## src/hdl/isa_pkg.sv

```systemverilog
`default_nettype none

package isa_pkg;

  // Data and instruction word
  typedef logic [31:0] word_t;

  // Architectural register index
  typedef logic [4:0] reg_idx_t;

  // Major opcodes handled by this slice
  typedef enum logic [6:0] {
    OP     = 7'b0110011,
    OP_IMM = 7'b0010011,
    LUI    = 7'b0110111
  } opcode_e;

  // funct3 encodings for OP and OP-IMM
  localparam logic [2:0] F3_ADD_SUB = 3'b000;
  localparam logic [2:0] F3_SLL     = 3'b001;
  localparam logic [2:0] F3_SLT     = 3'b010;
  localparam logic [2:0] F3_SLTU    = 3'b011;
  localparam logic [2:0] F3_XOR     = 3'b100;
  localparam logic [2:0] F3_SRL_SRA = 3'b101;
  localparam logic [2:0] F3_OR      = 3'b110;
  localparam logic [2:0] F3_AND     = 3'b111;

  // funct7 encodings, ALT selects SUB and SRA/SRAI
  localparam logic [6:0] F7_BASE = 7'b0000000;
  localparam logic [6:0] F7_ALT  = 7'b0100000;
  localparam int         ALT_BIT = 30;

  // Field positions in the instruction word
  localparam int OPCODE_LSB = 0;
  localparam int RD_LSB     = 7;
  localparam int FUNCT3_LSB = 12;
  localparam int RS1_LSB    = 15;
  localparam int RS2_LSB    = 20;
  localparam int FUNCT7_LSB = 25;
  localparam int IMM_I_LSB  = 20;
  localparam int IMM_U_LSB  = 12;

endpackage

`default_nettype wire

```

## src/hdl/pipe_pkg.sv

```systemverilog
`default_nettype none

package pipe_pkg;

  // Operations performed by the execute stage
  typedef enum logic [3:0] {
    ADD,
    SUB,
    SLL,
    SLT,
    SLTU,
    XOR,
    SRL,
    SRA,
    OR,
    AND,
    // Second operand straight through, used by LUI
    PASS_B
  } alu_op_e;

  // Operand source at decode
  typedef enum logic {
    REGFILE = 1'b0,
    EXEC    = 1'b1
  } fwd_sel_e;

endpackage

`default_nettype wire

```

## src/hdl/instr_queue.sv

```systemverilog
`default_nettype none
`timescale 1ns/1ps

module instr_queue #(
  parameter int IN_DEPTH = 4
) (
  input  wire             clk,
  input  wire             rst_n,
  input  wire             push,
  input  isa_pkg::word_t  push_data,
  input  wire             pop,
  output isa_pkg::word_t  head,
  output logic            empty
);

  localparam int PTR_W = (IN_DEPTH > 1) ? $clog2(IN_DEPTH) : 1;
  localparam int CNT_W = $clog2(IN_DEPTH + 1);

  isa_pkg::word_t   mem [IN_DEPTH];
  logic [PTR_W-1:0] wr_ptr;
  logic [PTR_W-1:0] rd_ptr;
  logic [CNT_W-1:0] count;

  assign head  = mem[rd_ptr];
  assign empty = (count == '0);

  // Storage, written at the tail
  always_ff @(posedge clk)
  begin
    if (push)
      mem[wr_ptr] <= push_data;
  end

  // Pointers wrap explicitly so any depth works
  always_ff @(posedge clk or negedge rst_n)
  begin
    if (!rst_n)
    begin
      wr_ptr <= '0;
      rd_ptr <= '0;
      count  <= '0;
    end
    else
    begin
      if (push)
        wr_ptr <= (wr_ptr == PTR_W'(IN_DEPTH - 1)) ? '0 : wr_ptr + 1'b1;
      if (pop)
        rd_ptr <= (rd_ptr == PTR_W'(IN_DEPTH - 1)) ? '0 : rd_ptr + 1'b1;
      count <= count + CNT_W'(push) - CNT_W'(pop);
    end
  end

  // Source only sends against credit, so a full queue never sees a push
  push_not_full: assert property (@(posedge clk) disable iff (!rst_n)
    push |-> (count < CNT_W'(IN_DEPTH)));

endmodule

`default_nettype wire

```

## src/hdl/instr_decoder.sv

```systemverilog
`default_nettype none
`timescale 1ns/1ps

module instr_decoder (
  input  isa_pkg::word_t     instr,
  output isa_pkg::reg_idx_t  rs1,
  output isa_pkg::reg_idx_t  rs2,
  output logic               rs1_used,
  output logic               rs2_used,
  output isa_pkg::reg_idx_t  rd,
  output isa_pkg::word_t     imm,
  output pipe_pkg::alu_op_e  alu_op,
  output logic               alu_src_imm,
  output logic               reg_write,
  output logic               illegal
);

  isa_pkg::opcode_e  opcode;
  logic [2:0]        funct3;
  logic [6:0]        funct7;
  logic              alt;
  logic              legal;
  pipe_pkg::alu_op_e f3_op;

  assign opcode = isa_pkg::opcode_e'(instr[isa_pkg::OPCODE_LSB +: 7]);
  assign funct3 = instr[isa_pkg::FUNCT3_LSB +: 3];
  assign funct7 = instr[isa_pkg::FUNCT7_LSB +: 7];
  assign alt    = instr[isa_pkg::ALT_BIT];
  assign rd     = instr[isa_pkg::RD_LSB +: 5];
  assign rs1    = instr[isa_pkg::RS1_LSB +: 5];
  assign rs2    = instr[isa_pkg::RS2_LSB +: 5];

  // Base operation from funct3, only the right shift looks at the alt bit here
  always_comb
  begin
    case (funct3)
      isa_pkg::F3_SLL:     f3_op = pipe_pkg::SLL;
      isa_pkg::F3_SLT:     f3_op = pipe_pkg::SLT;
      isa_pkg::F3_SLTU:    f3_op = pipe_pkg::SLTU;
      isa_pkg::F3_XOR:     f3_op = pipe_pkg::XOR;
      isa_pkg::F3_SRL_SRA: f3_op = alt ? pipe_pkg::SRA : pipe_pkg::SRL;
      isa_pkg::F3_OR:      f3_op = pipe_pkg::OR;
      isa_pkg::F3_AND:     f3_op = pipe_pkg::AND;
      default:             f3_op = pipe_pkg::ADD;
    endcase
  end

  always_comb
  begin
    // Defaults describe an illegal instruction
    legal       = 1'b0;
    rs1_used    = 1'b0;
    rs2_used    = 1'b0;
    alu_op      = pipe_pkg::ADD;
    alu_src_imm = 1'b0;
    imm         = {{20{instr[31]}}, instr[isa_pkg::IMM_I_LSB +: 12]};
    case (opcode)
      isa_pkg::OP:
      begin
        rs1_used = 1'b1;
        rs2_used = 1'b1;
        // Alternate funct7 only exists for SUB and SRA
        legal = (funct7 == isa_pkg::F7_BASE) ||
                ((funct7 == isa_pkg::F7_ALT) &&
                 ((funct3 == isa_pkg::F3_ADD_SUB) || (funct3 == isa_pkg::F3_SRL_SRA)));
        alu_op = ((funct3 == isa_pkg::F3_ADD_SUB) && alt) ? pipe_pkg::SUB : f3_op;
      end
      isa_pkg::OP_IMM:
      begin
        rs1_used    = 1'b1;
        alu_src_imm = 1'b1;
        alu_op      = f3_op;
        // Shift-immediates keep funct7 in the upper immediate bits
        if (funct3 == isa_pkg::F3_SLL)
          legal = (funct7 == isa_pkg::F7_BASE);
        else if (funct3 == isa_pkg::F3_SRL_SRA)
          legal = (funct7 == isa_pkg::F7_BASE) || (funct7 == isa_pkg::F7_ALT);
        else
          legal = 1'b1;
      end
      isa_pkg::LUI:
      begin
        legal       = 1'b1;
        alu_src_imm = 1'b1;
        alu_op      = pipe_pkg::PASS_B;
        imm         = {instr[31:isa_pkg::IMM_U_LSB], 12'b0};
      end
      default:
      begin
        legal = 1'b0;
      end
    endcase
  end

  // Every legal instruction here writes rd
  assign illegal   = !legal;
  assign reg_write = legal;

endmodule

`default_nettype wire

```

## src/hdl/reg_file.sv

```systemverilog
`default_nettype none
`timescale 1ns/1ps

module reg_file (
  input  wire                clk,
  input  wire                rst_n,
  input  isa_pkg::reg_idx_t  raddr1,
  input  isa_pkg::reg_idx_t  raddr2,
  input  wire                we,
  input  isa_pkg::reg_idx_t  waddr,
  input  isa_pkg::word_t     wdata,
  output isa_pkg::word_t     rdata1,
  output isa_pkg::word_t     rdata2
);

  // x0 has no storage
  isa_pkg::word_t regs [1:31];

  always_ff @(posedge clk or negedge rst_n)
  begin
    if (!rst_n)
    begin
      for (int i = 1; i < 32; i++)
        regs[i] <= '0;
    end
    else if (we && (waddr != '0))
    begin
      regs[waddr] <= wdata;
    end
  end

  // Read is combinational; a same-cycle write shows up next cycle
  assign rdata1 = (raddr1 == '0) ? '0 : regs[raddr1];
  assign rdata2 = (raddr2 == '0) ? '0 : regs[raddr2];

endmodule

`default_nettype wire

```

## src/hdl/decode_exec_reg.sv

```systemverilog
`default_nettype none
`timescale 1ns/1ps

module decode_exec_reg (
  input  wire                clk,
  input  wire                rst_n,
  input  wire                load,
  input  wire                valid_in,
  input  isa_pkg::word_t     op_a_in,
  input  isa_pkg::word_t     op_b_in,
  input  isa_pkg::word_t     imm_in,
  input  isa_pkg::reg_idx_t  rd_in,
  input  pipe_pkg::alu_op_e  alu_op_in,
  input  wire                alu_src_imm_in,
  input  wire                reg_write_in,
  input  wire                illegal_in,
  output logic               valid,
  output isa_pkg::word_t     op_a,
  output isa_pkg::word_t     op_b,
  output isa_pkg::word_t     imm,
  output isa_pkg::reg_idx_t  rd,
  output pipe_pkg::alu_op_e  alu_op,
  output logic               alu_src_imm,
  output logic               reg_write,
  output logic               illegal
);

  // Slot occupancy
  always_ff @(posedge clk or negedge rst_n)
  begin
    if (!rst_n)
      valid <= 1'b0;
    else if (load)
      valid <= valid_in;
  end

  // Payload, meaningful only while valid
  always_ff @(posedge clk)
  begin
    if (load)
    begin
      op_a        <= op_a_in;
      op_b        <= op_b_in;
      imm         <= imm_in;
      rd          <= rd_in;
      alu_op      <= alu_op_in;
      alu_src_imm <= alu_src_imm_in;
      reg_write   <= reg_write_in;
      illegal     <= illegal_in;
    end
  end

endmodule

`default_nettype wire

```

## src/hdl/alu_exec.sv

```systemverilog
`default_nettype none
`timescale 1ns/1ps

module alu_exec (
  input  isa_pkg::word_t     op_a,
  input  isa_pkg::word_t     op_b,
  input  isa_pkg::word_t     imm,
  input  wire                alu_src_imm,
  input  pipe_pkg::alu_op_e  alu_op,
  output isa_pkg::word_t     result
);

  isa_pkg::word_t operand_b;
  logic [4:0]     shamt;

  // Immediate forms replace the second register operand
  assign operand_b = alu_src_imm ? imm : op_b;
  assign shamt     = operand_b[4:0];

  always_comb
  begin
    case (alu_op)
      pipe_pkg::ADD:    result = op_a + operand_b;
      pipe_pkg::SUB:    result = op_a - operand_b;
      pipe_pkg::SLL:    result = op_a << shamt;
      pipe_pkg::SLT:    result = {31'b0, $signed(op_a) < $signed(operand_b)};
      pipe_pkg::SLTU:   result = {31'b0, op_a < operand_b};
      pipe_pkg::XOR:    result = op_a ^ operand_b;
      pipe_pkg::SRL:    result = op_a >> shamt;
      // Arithmetic shift keeps the sign
      pipe_pkg::SRA:    result = $unsigned($signed(op_a) >>> shamt);
      pipe_pkg::OR:     result = op_a | operand_b;
      pipe_pkg::AND:    result = op_a & operand_b;
      pipe_pkg::PASS_B: result = operand_b;
      default:          result = '0;
    endcase
  end

endmodule

`default_nettype wire

```

## src/hdl/pipeline_ctrl.sv

```systemverilog
`default_nettype none
`timescale 1ns/1ps

module pipeline_ctrl #(
  parameter int OUT_CREDITS = 2
) (
  input  wire                 clk,
  input  wire                 rst_n,
  input  wire                 out_credit,
  input  wire                 q_empty,
  input  isa_pkg::reg_idx_t   rs1,
  input  isa_pkg::reg_idx_t   rs2,
  input  wire                 rs1_used,
  input  wire                 rs2_used,
  input  wire                 ex_valid,
  input  isa_pkg::reg_idx_t   ex_rd,
  input  wire                 ex_reg_write,
  output logic                q_pop,
  output logic                de_load,
  output logic                de_valid_in,
  output logic                rf_we,
  output logic                out_load,
  output pipe_pkg::fwd_sel_e  fwd_a,
  output pipe_pkg::fwd_sel_e  fwd_b,
  output logic                in_credit
);

  localparam int CNT_W = $clog2(OUT_CREDITS + 1);

  logic [CNT_W-1:0] credit_cnt;
  logic             fire;
  logic             ex_writes;

  // Execute fires only with a credit in hand
  assign fire     = ex_valid && (credit_cnt != '0);
  assign out_load = fire;
  assign rf_we    = fire && ex_reg_write && (ex_rd != '0);

  // Queue head moves in when the slot is free or draining this edge
  assign de_load     = !ex_valid || fire;
  assign de_valid_in = !q_empty;
  assign q_pop       = de_load && !q_empty;

  // Bypass from the instruction sitting in execute
  assign ex_writes = ex_valid && ex_reg_write && (ex_rd != '0);
  assign fwd_a = (ex_writes && rs1_used && (rs1 == ex_rd)) ? pipe_pkg::EXEC : pipe_pkg::REGFILE;
  assign fwd_b = (ex_writes && rs2_used && (rs2 == ex_rd)) ? pipe_pkg::EXEC : pipe_pkg::REGFILE;

  // Output credit count where a gain and a spend may coincide
  always_ff @(posedge clk or negedge rst_n)
  begin
    if (!rst_n)
      credit_cnt <= CNT_W'(OUT_CREDITS);
    else
      credit_cnt <= credit_cnt + CNT_W'(out_credit) - CNT_W'(fire);
  end

  // Credit for each popped entry goes back to the source a cycle later
  always_ff @(posedge clk or negedge rst_n)
  begin
    if (!rst_n)
      in_credit <= 1'b0;
    else
      in_credit <= q_pop;
  end

  // Sink returns no more than it was given
  credit_bound: assert property (@(posedge clk) disable iff (!rst_n)
    credit_cnt <= CNT_W'(OUT_CREDITS));

  // A stalled instruction stays in execute until a credit frees it
  stall_holds: assert property (@(posedge clk) disable iff (!rst_n)
    (ex_valid && !fire) |=> (ex_valid && $stable(ex_rd)));

endmodule

`default_nettype wire

```

## src/hdl/decode_exec_top.sv

```systemverilog
`default_nettype none
`timescale 1ns/1ps

module decode_exec_top #(
  parameter int IN_DEPTH    = 4,
  parameter int OUT_CREDITS = 2
) (
  input  wire                clk,
  input  wire                rst_n,
  input  wire                in_valid,
  input  isa_pkg::word_t     in_instr,
  input  wire                out_credit,
  output logic               in_credit,
  output logic               out_valid,
  output isa_pkg::reg_idx_t  out_rd,
  output isa_pkg::word_t     out_data,
  output logic               out_illegal
);

  // Queue and decode
  isa_pkg::word_t     q_head;
  logic               q_empty;
  logic               q_pop;
  isa_pkg::reg_idx_t  dec_rs1;
  isa_pkg::reg_idx_t  dec_rs2;
  logic               dec_rs1_used;
  logic               dec_rs2_used;
  isa_pkg::reg_idx_t  dec_rd;
  isa_pkg::word_t     dec_imm;
  pipe_pkg::alu_op_e  dec_alu_op;
  logic               dec_alu_src_imm;
  logic               dec_reg_write;
  logic               dec_illegal;
  // Operand read and bypass
  isa_pkg::word_t     rf_rdata1;
  isa_pkg::word_t     rf_rdata2;
  pipe_pkg::fwd_sel_e fwd_a;
  pipe_pkg::fwd_sel_e fwd_b;
  isa_pkg::word_t     op_a;
  isa_pkg::word_t     op_b;
  // Execute stage
  logic               de_load;
  logic               de_valid_in;
  logic               ex_valid;
  isa_pkg::word_t     ex_op_a;
  isa_pkg::word_t     ex_op_b;
  isa_pkg::word_t     ex_imm;
  isa_pkg::reg_idx_t  ex_rd;
  pipe_pkg::alu_op_e  ex_alu_op;
  logic               ex_alu_src_imm;
  logic               ex_reg_write;
  logic               ex_illegal;
  isa_pkg::word_t     alu_result;
  logic               rf_we;
  logic               out_load;

  instr_queue #(
    .IN_DEPTH (IN_DEPTH)
  ) u_queue (
    .clk       (clk),
    .rst_n     (rst_n),
    .push      (in_valid),
    .push_data (in_instr),
    .pop       (q_pop),
    .head      (q_head),
    .empty     (q_empty)
  );

  instr_decoder u_decoder (
    .instr       (q_head),
    .rs1         (dec_rs1),
    .rs2         (dec_rs2),
    .rs1_used    (dec_rs1_used),
    .rs2_used    (dec_rs2_used),
    .rd          (dec_rd),
    .imm         (dec_imm),
    .alu_op      (dec_alu_op),
    .alu_src_imm (dec_alu_src_imm),
    .reg_write   (dec_reg_write),
    .illegal     (dec_illegal)
  );

  // Write port is fed straight from execute
  reg_file u_regs (
    .clk    (clk),
    .rst_n  (rst_n),
    .raddr1 (dec_rs1),
    .raddr2 (dec_rs2),
    .we     (rf_we),
    .waddr  (ex_rd),
    .wdata  (alu_result),
    .rdata1 (rf_rdata1),
    .rdata2 (rf_rdata2)
  );

  // Result of the older instruction replaces a stale register read
  assign op_a = (fwd_a == pipe_pkg::EXEC) ? alu_result : rf_rdata1;
  assign op_b = (fwd_b == pipe_pkg::EXEC) ? alu_result : rf_rdata2;

  decode_exec_reg u_de_reg (
    .clk            (clk),
    .rst_n          (rst_n),
    .load           (de_load),
    .valid_in       (de_valid_in),
    .op_a_in        (op_a),
    .op_b_in        (op_b),
    .imm_in         (dec_imm),
    .rd_in          (dec_rd),
    .alu_op_in      (dec_alu_op),
    .alu_src_imm_in (dec_alu_src_imm),
    .reg_write_in   (dec_reg_write),
    .illegal_in     (dec_illegal),
    .valid          (ex_valid),
    .op_a           (ex_op_a),
    .op_b           (ex_op_b),
    .imm            (ex_imm),
    .rd             (ex_rd),
    .alu_op         (ex_alu_op),
    .alu_src_imm    (ex_alu_src_imm),
    .reg_write      (ex_reg_write),
    .illegal        (ex_illegal)
  );

  alu_exec u_alu (
    .op_a        (ex_op_a),
    .op_b        (ex_op_b),
    .imm         (ex_imm),
    .alu_src_imm (ex_alu_src_imm),
    .alu_op      (ex_alu_op),
    .result      (alu_result)
  );

  pipeline_ctrl #(
    .OUT_CREDITS (OUT_CREDITS)
  ) u_ctrl (
    .clk          (clk),
    .rst_n        (rst_n),
    .out_credit   (out_credit),
    .q_empty      (q_empty),
    .rs1          (dec_rs1),
    .rs2          (dec_rs2),
    .rs1_used     (dec_rs1_used),
    .rs2_used     (dec_rs2_used),
    .ex_valid     (ex_valid),
    .ex_rd        (ex_rd),
    .ex_reg_write (ex_reg_write),
    .q_pop        (q_pop),
    .de_load      (de_load),
    .de_valid_in  (de_valid_in),
    .rf_we        (rf_we),
    .out_load     (out_load),
    .fwd_a        (fwd_a),
    .fwd_b        (fwd_b),
    .in_credit    (in_credit)
  );

  // One beat per execute fire
  always_ff @(posedge clk or negedge rst_n)
  begin
    if (!rst_n)
      out_valid <= 1'b0;
    else
      out_valid <= out_load;
  end

  // Illegal items carry zero data
  always_ff @(posedge clk)
  begin
    if (out_load)
    begin
      out_rd      <= ex_rd;
      out_data    <= ex_illegal ? '0 : alu_result;
      out_illegal <= ex_illegal;
    end
  end

endmodule

`default_nettype wire

```

## config.mk

```make
export PLATFORM = sky130hd
export DESIGN_NAME = decode_exec_top
export DESIGN_NICKNAME = d
export VERILOG_FILES = /design/src/hdl/isa_pkg.sv /design/src/hdl/pipe_pkg.sv /design/src/hdl/instr_queue.sv /design/src/hdl/instr_decoder.sv /design/src/hdl/reg_file.sv /design/src/hdl/decode_exec_reg.sv /design/src/hdl/alu_exec.sv /design/src/hdl/pipeline_ctrl.sv /design/src/hdl/decode_exec_top.sv
export SDC_FILE = /design/constraint.sdc
export NUM_CORES = 2
export LEC_CHECK = 0
export BUFFER_PORTS_ARGS = -buffer_cell sky130_fd_sc_hd__buf_4
export CAP_MARGIN = 20
export CORE_UTILIZATION = 25
export CTS_CLUSTER_DIAMETER = 30
export CTS_CLUSTER_SIZE = 40
export DETAILED_ROUTE_END_ITERATION = 7
export GPL_TIMING_DRIVEN = 0
export SLEW_MARGIN = 20
export SYNTH_ARGS = -nofsm -noshare
export SYNTH_HDL_FRONTEND = slang
export SYNTH_HIERARCHICAL = 1
export SYNTH_SLANG_ARGS = --single-unit
```

## constraint.sdc

```tcl
create_clock -name clk -period 14.7 [get_ports clk]
set_input_delay 2.94 -clock clk [delete_from_list [all_inputs] [get_ports clk]]
set_output_delay 2.94 -clock clk [all_outputs]
set_load 0.05 [all_outputs]
```

* After elaboration in Yosys (flattened, before gate mapping)
Memories as Yosys holds them, arrays and structs flattened.
Index checks and enable logic that the tools add are counted.
** Word-level totals
- Register bits :: 1150
- Bits in writable memories :: 128
- Bits of input ports :: 36
- Output and inout bits :: 40
- Word-level logic and storage cells :: 162
- Memories :: 1
** Memory list
- u_queue.mem :: depth 4, width 32, rd ports 1, clocked after memory_dff 0, write ports 1, line instr_queue.sv:19 : isa_pkg::word_t mem [IN_DEPTH];
** Operators by class
- $add $sub $neg :: 8
- Order comparisons :: 6
- Equal/unequal tests :: 25
- Shift operators :: 3
- Mux-type cells :: 32
- Bitwise operators :: 6
- Reduce and logical (&&, ||, !) cells :: 31
** Operator list (number)
- 992-bit bitwise mux :: 1
- 32-bit case mux with 11 select lines :: 1
- 32-bit binary-select mux with 5-bit select :: 2
- 32-bit two-way mux :: 10
- 32-bit demux with 5-bit select :: 1
- 32-bit < comparator :: 2
- 32-bit adder :: 1
- 32-bit bitwise AND :: 1
- 32-bit bitwise OR :: 1
- 32-bit by 5-bit << shifter with 32-bit output :: 1
- 32-bit by 5-bit right shift with 32-bit output :: 1
- 32-bit by 5-bit >>> shifter with 32-bit output :: 1
- 32-bit subtractor :: 1
- 32-bit XOR :: 1
- 31-bit two-way mux :: 1
- 4-bit case mux with 7 select lines :: 1
- 7-bit by 6-bit == test with 1-bit output (second input constant) :: 3
- 6-bit greater-or-equal comparator (second input constant) :: 3
- 5-bit NOT with 6-bit output :: 3
- 4-bit by 3-bit == test with 1-bit output (second input constant) :: 4
- 1-bit logical AND :: 14
- 3-bit == test (second input constant) :: 4
- 4-bit == test (second input constant) :: 3
- 4-bit case mux with 3 select lines :: 1
- other kinds (26) :: 49

* Depth between registers and ports, before layout
An unclocked memory read counts as a cell.
- Depth after elaboration :: 8
- Gate-level depth with buffers :: 19
- Mapped depth without buffers :: 14

* Modules after synthesis
The synthesis kept the hierarchy.
** Modules (own cells, without submodules)
- reg_file :: instances 1, cells each 3624, area each 52987.1 sq um, sequential area each 24823.8 sq um
- alu_exec :: instances 1, cells each 1458, area each 10028.4 sq um, sequential area each 0.0 sq um
- instr_queue :: instances 1, cells each 203, area each 5071.1 sq um, sequential area each 4018.9 sq um
- decode_exec_reg :: instances 1, cells each 110, area each 3283.1 sq um, sequential area each 3268.1 sq um
- decode_exec_top :: instances 1, cells each 146, area each 2526.2 sq um, sequential area each 1166.1 sq um
- instr_decoder :: instances 1, cells each 86, area each 613.1 sq um, sequential area each 0.0 sq um
- pipeline_ctrl :: instances 1, cells each 33, area each 290.3 sq um, sequential area each 76.3 sq um

* Worst setup path before layout
Ideal clock, no wire load.
- Path kind :: register -> register
- From :: register u_de_reg.alu_src_imm
- To :: register u_regs/regs[503] in the netlist's numbering
- Setup time :: 125 ps
- Data arrival time :: 5085 ps
- Data required time :: 14575 ps
- Path slack :: 9490 ps
- Stages on the path, launching flop included :: 18
- Path buffers :: 6
- Clock period less this slack :: 5210 ps
- Cells stage by stage :: edfxtp_1 > buf_2 > buf_2 > buf_1 > clkbuf_1 > mux2i_1 > ha_1 > buf_6 > or4_4 > or4_4 > o221ai_2 > a31oi_2 > a21boi_2 > o41ai_1 > a221o_1 > a221o_1 > clkbuf_1 > mux2_2
** Between the ends
- Cells in the longest elaborated chain, start to end :: 4
- Elaborated cells between the ends (all ways) :: 11
- Classes of those cells :: add/sub (2); shift (3); mux (3); bitwise (3)
** Ends and longest elaborated chain
- start, declared :: line decode_exec_reg.sv:23 : output logic alu_src_imm,
- start signal, assigned :: line decode_exec_reg.sv:47 : alu_src_imm <= alu_src_imm_in;
- 32-bit two-way mux (*) :: line alu_exec.sv:17 : assign operand_b = alu_src_imm ? imm : op_b;
- 32-bit subtractor (tied with other cells) :: line alu_exec.sv:24 : pipe_pkg::SUB: result = op_a - operand_b;
- 32-bit case mux with 11 select lines (*) :: line alu_exec.sv:22 : case (alu_op)
- net alu_result[23] :: line decode_exec_top.sv:53 : isa_pkg::word_t alu_result;
- 992-bit bitwise mux (*) :: line reg_file.sv:28 : regs[waddr] <= wdata;
- end signal, assigned by index :: line reg_file.sv:28
- end, declared :: line reg_file.sv:17 : isa_pkg::word_t regs [1:31];
Mark *: on every way through the listed nets, which the timed path passes. The rest lies on a longest branch.
A chain may end at the register's enable or synchronous reset.

* Final worst setup path
- From :: register u_de_reg.alu_src_imm
- To :: register u_regs/regs[445] in the netlist's numbering
The elaborated chain is that of the path after synthesis.

==> flow_summary.toml <==
[drt]
firstDrtPassIters = 8
drtIter0Drc = 7351
detail-route-antenna-nets = 0
wirelength_microns = 352000
drc = 0
wl_per_cell_microns = 34.3
avgViaCountPerCell = 5.71
num_vias = 58600

[min_path]
hp-class = "flip-flop to flip-flop"

[yosys]
synth_nets = 5808
synth.distinct_cells = 100
synth-edff-count = 274
syn_area_per_cell_sq_um = 13.2
ys.flop_type = "dfrtp_1"
seq_area_frac_synth_pct = 44.6
synth-seq-cells = 1278
ys_warn_count = 6
ys_async_sr_fraction_pct = 78.6
netlist_area_sq_um = 74800
netlist_instances = 5660

[clocking]
clk_path_buf_depth = 4
cts_resized = 0
path_clk_slew_ps = 50
clkSinkCount = 1278
cts_tree = "built"
clk_latency_ps = 870
cts_buffers = 298
htreeDepth = 5
clockRootBuffer = "clkbuf_16"
postCtsSetupRepairBufs = 0
ctsHoldBuffers = 0

[setup_path]
slowest_stage = "a21oi_1"
path_cells = "buf_2, buf_2, buf_1, clkbuf_1, mux2_2, inv_1, ha_1, clkbuf_1, nand4_1, a211oi_1, o31ai_1, a21oi_1, o21bai_1, a2111oi_1, nor4_1, a21oi_2, clkbuf_1, mux2_2"
critical_path_class = "flip-flop to flip-flop"
reg2reg_slack_ps = 5940
crit_path_end_kind = "flip-flop"
path_max_fanout = 10
crit_arrival_ps = 9510
cpPeakStageDelay_ps = 970
critical_path_required_ps = 15460
cp-start-kind = "flip-flop"
crit_top_cell = "clkbuf_1"
cp_num_buf_inv = 7
cp_top_family = "compound AO/OA/AOI/OAI gates"

[timing]
max_freq_ghz = 0.114
skew_ps = 93.0
worst_slew_pin_slew_ps = 1330
rsz0062_at_grt = "no"
hold_violations = 0
fin_crit_sh_pct = 59.6
relSlewSlack_pct = 11.3
setup_viol = 0
slew_violations = 0
post-route-min-period_ps = 8760

[place]
numPortBuffers = 75
placedCellCount = 9723
dp_hpwl_microns = 252000
routabilityCongestion = 1.00

[final_layout]
num-fill-cells = 29600
final_common_cell = "mux2_2"
stdcell_count = 10300
multi_input_area_sq_um = 38500
nets = 6235
final_cell_mix = "1,062 x mux2_2, 1,003 x dfrtp_1, 433 x mux4_2"
drive_above_1_share_pct = 41.0
areaGrowthSynthToFinish_pct = 22.6
seqCellArea_sq_um = 33400

[grt]
antenna_found_initial = 35
grt_use_total_pct = 22.8
grt_overflow = 0
grt_pass1_vias = 58200
grt_max_degree = 149
grt_pass1_wl_microns = 481000

[floorplan]
ios = 76
die_area_sq_um = 301000
coreArea_sq_um = 297000
core.rowCount = 200
die_w_microns = 549
die_y_microns = 549
initial_core_util_pct = 25.2

[run]
maxCapViolations = 0

[run_status]
status = "finished, final reports clean"
-- sequential cells by signal (all words and copies together), names as in the netlist, 2 cells and up --
register	cells
out_data	32
out_rd	5
u_ctrl/credit_cnt	2
u_de_reg/alu_op	4
u_de_reg/imm	32
u_de_reg/op_a	32
u_de_reg/op_b	32
u_de_reg/rd	5
u_queue/count	3
u_queue/mem	128
u_queue/rd_ptr	2
u_queue/wr_ptr	2
u_regs/regs	992
-- worst paths after layout --
kind | start | to | depth (start not counted)
worst max-delay path | u_de_reg/alu_src_imm | u_regs/regs[445] | 18
worst min-delay path | u_regs/regs[795] | u_regs/regs[795] | 1
worst max register to register | u_de_reg/alu_src_imm | u_regs/regs[445] | 18
worst min register to register | u_regs/regs[795] | u_regs/regs[795] | 1
max in group asynchronous | rst_n | u_regs/regs[419] | 3
min in group asynchronous | rst_n | u_regs/regs[111] | 1
-- layout make-up --
cell class / instances / area share, %
Buffer: 559 / 3.05
Multi-Input combinational cell: 3700 / 42.0
Clock buffer: 374 / 8.94
Timing Repair Buffer: 127 / 1.49
Sequential cell: 1278 / 36.4
Clock inverter: 159 / 2.25
Inverter: 123 / 0.504
Tap cell: 3939 / 5.38
Antenna cell: 10 / 0.0273
-- cells in the mapped netlist, types with 44 or more instances --
library cell	number	area (sq um)
nor3_1	51	255
nor4_1	44	275
ha_1	109	1360
a211oi_1	92	691
inv_1	119	447
nand2b_1	51	319
mux2i_1	373	3730
nand2_1	142	533
o22ai_1	147	920
edfxtp_1	274	8230
nor2_1	213	800
mux4_2	433	9750
a2111oi_0	46	403
clkbuf_1	263	987
o211ai_1	45	338
o21ai_0	90	450
nor2b_1	78	488
nand3_1	62	310
a21oi_1	120	601
dfrtp_1	1003	25100
mux2_4	61	916
buf_2	199	996
mux2_2	1062	12000
-- kinds of logic (layout without fill, tap and decap cells) --
family	after synthesis	after routing	synth area share (%)
mux	1943	1943	35.5
flops	1278	1278	44.6
compound gates	855	855	8.13
simple gates	764	764	5.24
buf+inv	682	1342	4.28
fa+ha+maj	112	112	1.90
xor+xnor	26	26	0.304
other cells	0	10	0
-- stage by stage --
| step | setup WS, ps | utilization (%) | area (sq um) | TNS, ps | hold slack [ps] |
|---|---|---|---|---|---|
| 2_1_floorplan | 9490 | - | 74800 | 0 | 471 |
| 3_3_place_gp | -1380 | 27.0 | 80300 | -1252040 | 488 |
| 3_5_place_dp | 6150 | 27.4 | 81300 | 0 | 505 |
| 4_1_cts | 6120 | 30.8 | 91600 | 0 | 514 |
| 5_1_grt | 5680 | 30.8 | 91700 | 0 | 531 |
| 6_report | 5940 | 30.8 | 91700 | 0 | 519 |
-- metal layers --
metal,vias to the layer above,global-route usage (%),routed length [microns]
li1,22800,-,-
met5,-,0,115
met3,977,8.06,41600
met2,4009,33.3,150000
met1,30800,29.2,139000
met4,20,12.5,21400
-- worst reg2reg max path, delay by kind of cell (launching register included) --
| kind | cells | cell delay [ps] |
|---|---|---|
| DFF | 1 | 320 |
| and+or+nand+nor | 2 | 570 |
| buffers and inverters | 7 | 3240 |
| muxes | 2 | 680 |
| adders and majority gates | 1 | 310 |
| AOI/OAI and AO/OA | 6 | 3550 |
Power is left out: the tool's default activity adds up to more than one toggle a clock period on the data nets, which glitch-free logic cannot reach.
